--- src/issueSelPkg.sv ---
// Sizes are fixed and shape every port struct; port A is bit 0 of every mask
package issueSelPkg;

	localparam int NUM_ENTRIES = 32; // Issue-queue entries
	localparam int ENTRY_BITS = 5; // Width of an entry index
	localparam int BLOCK_SIZE = 8; // Entries per first-level block
	localparam int NUM_BLOCKS = NUM_ENTRIES / BLOCK_SIZE;
	localparam int NUM_PORTS = 3; // Issue ports A, B, C

	// One bit per queue entry
	typedef logic [NUM_ENTRIES-1:0] reqVecT;

	// Bit 0 enables port A, bit 2 port C
	typedef logic [NUM_PORTS-1:0] portMaskT;

	typedef logic [BLOCK_SIZE-1:0] blockPickT;

	// Input beat
	typedef struct packed {
		reqVecT req; // Ready entries
		portMaskT portEnable; // Enabled issue ports
	} reqBeatT;

	// Stage 1 result with the ranked local picks of every block
	typedef struct packed {
		blockPickT [NUM_BLOCKS-1:0][NUM_PORTS-1:0] pick; // One-hot, indexed [block][rank]
		logic [NUM_BLOCKS-1:0][NUM_PORTS-1:0] has; // Block holds more than rank requests
		portMaskT portEnable; // Carried through to stage 2
	} blockCandT;

	// Stage 2 result holding one full-width one-hot grant per port
	typedef struct packed {
		reqVecT [NUM_PORTS-1:0] vec;
	} grantVecT;

	// Grant of a single port
	typedef struct packed {
		logic valid;
		logic [ENTRY_BITS-1:0] entry; // Encoded form of vector
		reqVecT vector; // One-hot grant
	} portGrantT;

	// Final output with port[0] as port A
	typedef struct packed {
		portGrantT [NUM_PORTS-1:0] port;
	} grantOutT;

endpackage

--- src/cascadePick.sv ---
// Combinational; pick_o vectors are one-hot or zero, a disabled port always gets zero
module cascadePick #(
	parameter int width = 8
) (
	input  logic [width-1:0] cand_i,
	input  issueSelPkg::portMaskT portEnable_i,
	output logic [issueSelPkg::NUM_PORTS-1:0][width-1:0] pick_o,
	output logic [issueSelPkg::NUM_PORTS-1:0] has_o
);

	logic [issueSelPkg::NUM_PORTS-1:0][width-1:0] rank; // Rank k is the (k+1)th lowest set bit
	logic [width-1:0] remain; // Candidates not yet ranked
	int rankIdx; // Next rank to hand out

	// Peel off the lowest set bit once per rank
	always_comb
	begin
		remain = cand_i;
		for (int k = 0; k < issueSelPkg::NUM_PORTS; k++)
		begin
			rank[k] = remain & (~remain + 1'b1); // Isolate lowest set bit
			remain = remain & ~rank[k];
			has_o[k] = |rank[k]; // At least k+1 bits set
		end
	end

	// Enable table
	// Enabled ports, in order A, B, C, take ranks in order; skipped ports consume no rank
	always_comb
	begin
		rankIdx = 0;
		for (int p = 0; p < issueSelPkg::NUM_PORTS; p++)
		begin
			pick_o[p] = '0;
			if (portEnable_i[p])
			begin
				pick_o[p] = rank[rankIdx];
				rankIdx = rankIdx + 1;
			end
		end
	end

endmodule

--- src/blockSelect.sv ---
// Stage 1; ranks requests inside each block with all ports enabled, loads only on advance_i
module blockSelect (
	input  logic clk,
	input  logic rstN_i,
	input  logic advance_i,
	input  logic inValid_i,
	input  issueSelPkg::reqBeatT inBeat_i,
	output logic outValid_o,
	output issueSelPkg::blockCandT cand_o
);

	logic [issueSelPkg::NUM_BLOCKS-1:0][issueSelPkg::NUM_PORTS-1:0]
		[issueSelPkg::BLOCK_SIZE-1:0] blkPick;
	logic [issueSelPkg::NUM_BLOCKS-1:0][issueSelPkg::NUM_PORTS-1:0] blkHas;
	issueSelPkg::blockCandT nextCand;

	// Local pick per block of entries
	for (genvar b = 0; b < issueSelPkg::NUM_BLOCKS; b++)
	begin : gBlock
		cascadePick #(
			.width(issueSelPkg::BLOCK_SIZE)
		) i_localPick (
			.cand_i(inBeat_i.req[b*issueSelPkg::BLOCK_SIZE +: issueSelPkg::BLOCK_SIZE]),
			.portEnable_i('1), // Ranks only since ports are resolved in stage 2
			.pick_o(blkPick[b]),
			.has_o(blkHas[b])
		);
	end

	always_comb
	begin
		for (int b = 0; b < issueSelPkg::NUM_BLOCKS; b++)
		begin
			for (int r = 0; r < issueSelPkg::NUM_PORTS; r++)
			begin
				nextCand.pick[b][r] = blkPick[b][r];
				nextCand.has[b][r] = blkHas[b][r];
			end
		end
		nextCand.portEnable = inBeat_i.portEnable;
	end

	// Stage valid
	always_ff @(posedge clk)
	begin
		if (!rstN_i)
			outValid_o <= 1'b0;
		else if (advance_i)
			outValid_o <= inValid_i; // Bubbles move like beats
	end

	// Payload
	always_ff @(posedge clk)
	begin
		if (advance_i)
			cand_o <= nextCand;
	end

endmodule

--- src/treeSelect.sv ---
// Stage 2; relies on stage 1 flags being monotonic per block, loads only on advance_i
module treeSelect (
	input  logic clk,
	input  logic rstN_i,
	input  logic advance_i,
	input  logic inValid_i,
	input  issueSelPkg::blockCandT cand_i,
	output logic outValid_o,
	output issueSelPkg::grantVecT grantVec_o
);

	localparam int treeWidth = issueSelPkg::NUM_BLOCKS * issueSelPkg::NUM_PORTS;

	logic [treeWidth-1:0] treeCand; // Bit b*NUM_PORTS+r is block b, rank r
	logic [issueSelPkg::NUM_PORTS-1:0][treeWidth-1:0] treePick;
	issueSelPkg::grantVecT nextVec;

	// Block-major packing of the flags already gives block then rank order,
	// which is also ascending entry order across the whole queue
	assign treeCand = cand_i.has;

	cascadePick #(
		.width(treeWidth)
	) i_globalPick (
		.cand_i(treeCand),
		.portEnable_i(cand_i.portEnable), // Real enables applied here
		.pick_o(treePick),
		.has_o()
	);

	// Place the chosen local pick at its block offset
	always_comb
	begin
		nextVec = '0;
		for (int p = 0; p < issueSelPkg::NUM_PORTS; p++)
		begin
			for (int b = 0; b < issueSelPkg::NUM_BLOCKS; b++)
			begin
				for (int r = 0; r < issueSelPkg::NUM_PORTS; r++)
				begin
					if (treePick[p][b*issueSelPkg::NUM_PORTS + r])
						nextVec.vec[p][b*issueSelPkg::BLOCK_SIZE +: issueSelPkg::BLOCK_SIZE] =
							cand_i.pick[b][r];
				end
			end
		end
	end

	// Stage valid
	always_ff @(posedge clk)
	begin
		if (!rstN_i)
			outValid_o <= 1'b0;
		else if (advance_i)
			outValid_o <= inValid_i;
	end

	// Payload
	always_ff @(posedge clk)
	begin
		if (advance_i)
			grantVec_o <= nextVec;
	end

endmodule

--- src/grantEncode.sv ---
// Stage 3; grant vectors must be one-hot or zero, advance_o is the only pipeline enable
module grantEncode (
	input  logic clk,
	input  logic rstN_i,
	input  logic inValid_i,
	input  issueSelPkg::grantVecT grantVec_i,
	input  logic grantReady_i,
	output logic advance_o,
	output logic grantValid_o,
	output issueSelPkg::grantOutT grant_o
);

	issueSelPkg::grantOutT nextGrant;

	// Output register empty or being drained
	assign advance_o = !grantValid_o || grantReady_i;

	// One-hot to index by OR of the positions
	always_comb
	begin
		for (int p = 0; p < issueSelPkg::NUM_PORTS; p++)
		begin
			nextGrant.port[p].vector = grantVec_i.vec[p];
			nextGrant.port[p].valid = |grantVec_i.vec[p]; // Port got an entry
			nextGrant.port[p].entry = '0;
			for (int i = 0; i < issueSelPkg::NUM_ENTRIES; i++)
			begin
				if (grantVec_i.vec[p][i])
					nextGrant.port[p].entry |= i[issueSelPkg::ENTRY_BITS-1:0];
			end
		end
	end

	// Output valid
	always_ff @(posedge clk)
	begin
		if (!rstN_i)
			grantValid_o <= 1'b0;
		else if (advance_o)
			grantValid_o <= inValid_i;
	end

	// Held steady while stalled
	always_ff @(posedge clk)
	begin
		if (advance_o)
			grant_o <= nextGrant;
	end

endmodule

--- src/issueSelect.sv ---
// Three-stage select pipeline, 3 cycles from accepted beat to grant; stages move in lockstep
module issueSelect (
	input  logic clk,
	input  logic rstN_i,
	input  logic reqValid_i,
	input  issueSelPkg::reqBeatT reqBeat_i,
	output logic reqReady_o,
	output logic grantValid_o,
	output issueSelPkg::grantOutT grant_o,
	input  logic grantReady_i
);

	logic advance; // Common load enable of all stages
	logic blkValid;
	issueSelPkg::blockCandT blkCand;
	logic treeValid;
	issueSelPkg::grantVecT grantVec;

	assign reqReady_o = advance;

	blockSelect i_blockSelect (
		.clk(clk),
		.rstN_i(rstN_i),
		.advance_i(advance),
		.inValid_i(reqValid_i),
		.inBeat_i(reqBeat_i),
		.outValid_o(blkValid),
		.cand_o(blkCand)
	);

	treeSelect i_treeSelect (
		.clk(clk),
		.rstN_i(rstN_i),
		.advance_i(advance),
		.inValid_i(blkValid),
		.cand_i(blkCand),
		.outValid_o(treeValid),
		.grantVec_o(grantVec)
	);

	grantEncode i_grantEncode (
		.clk(clk),
		.rstN_i(rstN_i),
		.inValid_i(treeValid),
		.grantVec_i(grantVec),
		.grantReady_i(grantReady_i),
		.advance_o(advance),
		.grantValid_o(grantValid_o),
		.grant_o(grant_o)
	);

endmodule

--- config.mk ---
export PLATFORM = sky130hd
export DESIGN_NAME = issueSelect
export DESIGN_NICKNAME = d
export VERILOG_FILES = /design/src/issueSelPkg.sv /design/src/cascadePick.sv /design/src/blockSelect.sv /design/src/treeSelect.sv /design/src/grantEncode.sv /design/src/issueSelect.sv
export SDC_FILE = /design/constraint.sdc
export NUM_CORES = 1
export LEC_CHECK = 0
export BUFFER_PORTS_ARGS = -buffer_cell sky130_fd_sc_hd__buf_2
export CORE_MARGIN = 1
export CORE_UTILIZATION = 45
export CTS_BUF_LIST = sky130_fd_sc_hd__clkbuf_2 sky130_fd_sc_hd__clkbuf_4 sky130_fd_sc_hd__clkbuf_8
export DETAILED_ROUTE_END_ITERATION = 12
export GPL_TIMING_DRIVEN = 0
export PLACE_DENSITY = 0.71
export REMOVE_ABC_BUFFERS = 1
export SLEW_MARGIN = 30
export SYNTH_ARGS = -nofsm -noshare
export SYNTH_HDL_FRONTEND = slang
export SYNTH_SLANG_ARGS = --single-unit
--- constraint.sdc ---
create_clock -name clk -period 10.73 [get_ports clk]
set_clock_uncertainty 0.05 [all_clocks]
set_input_delay 1.073 -clock clk [delete_from_list [all_inputs] [get_ports clk]]
set_output_delay 1.073 -clock clk [all_outputs]
set_load 0.005 [all_outputs]
# Yosys cells after proc, flatten, opt, wreduce, memory -nomap -nowiden
# Cells that the tools add are included.
dict set report totals {
  wordCells 273
  ff_bits 324
  out_inout_bits 116
  inputBits 39
}
dict set report classes {
  reduce_logical 29
  n_eq_ne 1
  addsub 16
  mux 131
  bitwise_logic 50
  order_cmp 2
}
# operator n
set op_table {}
lappend op_table {{two-way mux 8 bit} 36}
lappend op_table {{bitwise AND 8 bit} 20}
lappend op_table {{NOT 8 bit} 20}
lappend op_table {{OR reduction 8 bit} 15}
lappend op_table {{adder 8 x 1 -> 8 bit, second input constant} 12}
lappend op_table {{two-way mux 4 bit} 24}
lappend op_table {{OR reduction 32 bit} 3}
lappend op_table {{two-way mux 12 bit} 7}
lappend op_table {{two-way mux 3 bit} 24}
lappend op_table {{less-than comparator 32 x 4 -> 1 bit, second input constant} 2}
lappend op_table {{bitwise AND 12 bit} 5}
lappend op_table {{NOT 12 bit} 5}
lappend op_table {{binary-select mux 12 bit (select 2 bit)} 2}
lappend op_table {{OR reduction 16 bit} 3}
lappend op_table {{adder 12 x 1 -> 12 bit, second input constant} 3}
lappend op_table {{two-way mux 2 bit} 18}
lappend op_table {{adder 32 x 2 -> 32 bit, second input constant} 1}
lappend op_table {{two-way mux 32 bit} 1}
lappend op_table {{two-way mux 1 bit} 19}
lappend op_table {{OR reduction 4 bit} 3}
lappend op_table {{OR reduction 2 bit} 3}
lappend op_table {{inequality test 2 x 1 -> 1 bit, second input constant} 1}
lappend op_table {{logical NOT 1 bit} 1}
lappend op_table {{logical OR 1 bit} 1}

# Depth between registers and ports, before layout
dict set report depth {
  ltp_word 26
  ltp_mapped 10
  ltp_nobuf 8
}

# By module
# Synthesis repeated with hierarchy kept, for this count alone.
dict set report hier_totals {
  hier_cells 1619
  area_unflattened_um2 17588.1
}
# mod n_inst cells_each area_each_um2 seq_area_each_um2
set modules_own_cells {}
lappend modules_own_cells {treeSelect 1 519 5574.1 2902.8}
lappend modules_own_cells {grantEncode 1 200 3946.3 3443.3}
lappend modules_own_cells {{cascadePick (i_blockSelect.gBlock[0].i_localPick ...)} 4 141 852.1 0.0}
lappend modules_own_cells {blockSelect 1 115 3373.2 3353.2}
lappend modules_own_cells {{cascadePick (i_treeSelect.i_globalPick)} 1 221 1286.2 0.0}

# Worst setup path before layout
# OpenSTA, ideal clock, no wires.
dict set report synth_timing {
  kind {input-to-reg}
  startpoint {in grantReady_i}
  endpoint {reg i_grantEncode.grantValid_o}
  arrival_ns 9.233
  required_ns 10.200
  path_buffers 0
  stages 2
  setup_slack_ns 0.967
  setup_ns 0.480
  path_cell_list {nand2b_1 a21boi_0}
}
dict set report synth_via {
  elab_chain_cells 2
}
# element line_no
set synth_rtl {}
lappend synth_rtl {{start, declared} issueSelect.sv:10} ;# input logic grantReady_i
lappend synth_rtl {{logical OR 1 bit} grantEncode.sv:16} ;# assign advance_o = !grantValid_o || grantReady_i;
lappend synth_rtl {{inequality test 2 x 1 -> 1 bit (no source line)} -}
lappend synth_rtl {{end signal, assigned} grantEncode.sv:40} ;# grantValid_o <= inValid_i;
lappend synth_rtl {{end, declared} grantEncode.sv:9} ;# output logic grantValid_o,
# No other way between the ends.
# A chain may end at the register's enable or synchronous reset.

==> results.cfg <==
[power]
final_total_pwr_w = 0.00269
power.density_mw_per_mm2 = 161
power.internal_w = 0.00207
seq_power_share_pct = 54.7
clock_network_power_share_pct = 38.3
vdd_drop_max_mv = 0.0922
combPwrFrac_pct = 7.0
switchingPower_w = 0.000622
switching_share_pct = 23.1
static-leakage-power_nw = 7.07

[clock_tree]
tritoncts_num_sinks = 312
clk_path_buf_depth = 3
worst_setup_hold_path_clk_slew_ps = 60
cts.root.buffer_cell = sky130_fd_sc_hd__clkbuf_8
clk-insertion-delay-late_ps = 580
cts-hold-fix-buffers = 0
htreeDepth = 2
cts-buffers-inserted = 48
tritoncts = built
cts.repair_timing.setup_buffer_count = 0
post_cts.resized_instances = 0

[logic_synthesis]
avgSynthCellArea_sq_um = 12.4
synth-compound-area-share_pct = 13.6
synth_simple_gate_area_share_pct = 15.5
proportion_of_synthesized_area_in_mux_cells_pct = 0.562
synth_ff_type = sky130_fd_sc_hd__edfxtp_1
postSynth.asyncResetShare_pct = 0
synth-edff-count = 309
synth_top_family_by_area = simple AND/OR/NAND/NOR gates
flip_flop_and_latch_count_after_synthesis = 312
synthesis.area_sq_mm = 0.0145
yosys_warnings = 0
synth.yosys.seq_area_share_pct = 64.5
synthesis.instances = 1165
xor_xnor_share_of_the_synthesized_area_pct = 1.51
count_of_distinct_cell_types_in_the_synthesized_netlist = 68
synth-adder-area-share_pct = 0.501

[placement]
routability_driven_placement_congestion_ratio = 0.929
post_dp_cell_area_sq_mm = 0.0157
number_of_i_o_port_buffers = 154
place.detailed.hpwl_um = 27000
placed_cells = 1662

[setup_path]
timing.critical_path.fanout_max = 25
crit_path_end_kind = register
worst_path_max_delay_cell = sky130_fd_sc_hd__or4_1
timing.critical_path.required_ps = 11090
critPathMaxStageDelay_ps = 830
cp.buffers_inverters = 0
worstSetupPathType = register to register
cp_top_family = compound AO/OA/AOI/OAI gates
startpoint_type_of_the_worst_setup_path = register
arrival_time_at_the_worst_endpoint_ps = 4110
worstPathCellList = or4_1 > a21oi_1 > o21ai_0 > mux2_2 > o31ai_1 > and2_1 > a221o_1

[global_routing]
grt_usage_pct = 22.2
grt_antenna_before_repair = 2
first_global_vias = 9848
grtUsageMet2_pct = 36.7
grt_max_degree = 55
first_pass_grt_wire_length_um = 56400
busiest_layer = met2
globalRoute.totalOverflow = 0
grt_util_met1_pct = 30.1
gr-usage-met3_pct = 3.33

[floorplan]
die_width_um = 181
design.portCount = 155
row_count = 65
die-height_um = 181
initial_utilization_pct = 45.8
design.die.area_sq_mm = 0.0329
core_area_sq_mm = 0.0316

[worst_hold_path]
min_path_type = register to register

[timing]
grt_setup_unrepaired = no
maxClockFrequency_mhz = 266
worst_pin_slew_ps = 978
final.period_utilization_pct = 35.0
slew_headroom_pct = 34.2
final-setup-viol-count = 0
final_period_minus_worst_setup_slack_ps = 3750
timing.final.max_slew_violations = 0
report.final.hold_viol_count = 0

[drt]
route.detailed.vias_per_inst = 6.01
dr_total_vias = 10529
drt_first_iter_violations = 1139
postRouteAntennaNets = 0
drc = 0
detail_route.wl_per_cell_um = 21.1
routed_wl_um = 37000
drtPass1Iterations = 9

[finish]
stdcell_area_sq_mm = 0.0167
post_route_cells_drive_above_1_share_pct = 19.0
final_net_count = 1351
mostFrequentLayoutCells = sky130_fd_sc_hd__edfxtp_1 (309), sky130_fd_sc_hd__buf_2 (154), sky130_fd_sc_hd__inv_1 (75)
layout_overhead_on_the_synthesized_area_pct = 15.4
most_frequent_standard_cell_in_the_layout_excluding_fill_and_tap_cells = sky130_fd_sc_hd__edfxtp_1
final_util_pct = 52.8
stdcell_count = 1753
fillCellCount = 2648

[run]
max_cap_violations = 0

[status]
run_status = finished clean
cells by family after synthesis:
kind of cell,Yosys count
DFF,312
AOI/OAI and AO/OA,263
and+or+nand+nor,410
muxes,8
xor gates and xnor gates,25
adders and majority gates,7
buffers and inverters,140
power by group through the flow:
stage / registers [W] / logic, W / clock network (W)
final: 0.00147 / 0.000190 / 0.00103
after global routing: 0.00148 / 0.000209 / 0.00110
after CTS: 0.00147 / 0.000189 / 0.00105
after detailed placement: 0.00150 / 0.000188 / 0
after global placement: 0.00151 / 0.000179 / 0
after floorplan: 0.00149 / 0.0000939 / 0
synth_stat cells (all sizes together) (5+ instances only):
master | n | area (sq um)
edfxtp | 309 | 9280
inv | 75 | 282
nand2 | 71 | 267
and2 | 63 | 394
nor2 | 63 | 236
a21oi | 58 | 290
clkbuf | 56 | 210
nor4 | 52 | 340
o21ai | 29 | 145
a222oi | 25 | 250
nor3 | 25 | 125
a221o | 24 | 240
or3 | 22 | 138
and3 | 21 | 131
nand3 | 18 | 90.1
nor2b | 18 | 113
a22o | 17 | 149
xor2 | 14 | 123
a22oi | 11 | 82.6
nand4 | 11 | 68.8
xnor2 | 11 | 96.3
o21a | 10 | 75.1
a21o | 9 | 67.6
buf | 9 | 50.0
nor3b | 9 | 67.6
or4 | 9 | 67.6
nand2b | 8 | 50.1
a211o | 7 | 61.3
a31oi | 7 | 43.8
mux2i | 7 | 70.1
o221ai | 7 | 61.3
maj3 | 6 | 60.1
nor4b | 6 | 52.6
a211oi | 5 | 37.5
a21boi | 5 | 37.5
o211a | 5 | 50.1
o22a | 5 | 43.8
o22ai | 5 | 31.3
final timing paths:
check	from	slack, ps	endpoint	depth (start not counted)
worst min register to register	i_treeSelect.grantVec_o[69]$_DFFE_PP_	400	i_grantEncode.grant_o[81]$_DFFE_PP_	0
worst max register to register	i_blockSelect.cand_o[4]$_DFFE_PP_	6980	i_treeSelect.grantVec_o[58]$_DFFE_PP_	7
worst max-delay path	i_blockSelect.cand_o[4]$_DFFE_PP_	6980	i_treeSelect.grantVec_o[58]$_DFFE_PP_	7
worst min-delay path	i_treeSelect.grantVec_o[69]$_DFFE_PP_	400	i_grantEncode.grant_o[81]$_DFFE_PP_	0
state kept, by name (all words and copies together), names as in the netlist:
register and count:
i_grantEncode.grantValid_o 1, i_grantEncode.grant_o 114, i_blockSelect.cand_o 99, i_treeSelect.outValid_o 1, i_treeSelect.grantVec_o 96, i_blockSelect.outValid_o 1
metal layers:
layer  part of all wire, %  up-vias
li1                      -     4854
met1                    41     5023
met2                    47      577
met3                   8.4       73
met4                   2.6        2
met5                 0.035        -
cell type report:
type / count / area, sq um / share of cell area [%]
clock inverters: 21 / 189 / 1.13
clock buffers: 68 / 830 / 4.96
inverters: 75 / 282 / 1.68
well taps: 402 / 503 / 3.01
flip-flops and latches: 312 / 9340 / 55.9
diodes: 1 / 2.50 / 0.0150
multi-input cells: 713 / 4640 / 27.8
repair buffers: 161 / 925 / 5.53
stage by stage:
| stage | hold slack, ps | worst slack [ps] | TNS [ps] |
|---|---|---|---|
| final | 400 | 6980 | 0 |
| after global routing | 411 | 6760 | 0 |
| after CTS | 388 | 7100 | 0 |
| after detailed placement | 390 | 7100 | 0 |
| after global placement | 378 | -2280 | -304340 |
| after floorplan | 369 | 967 | 0 |
Power figures use the tool's default switching activity.
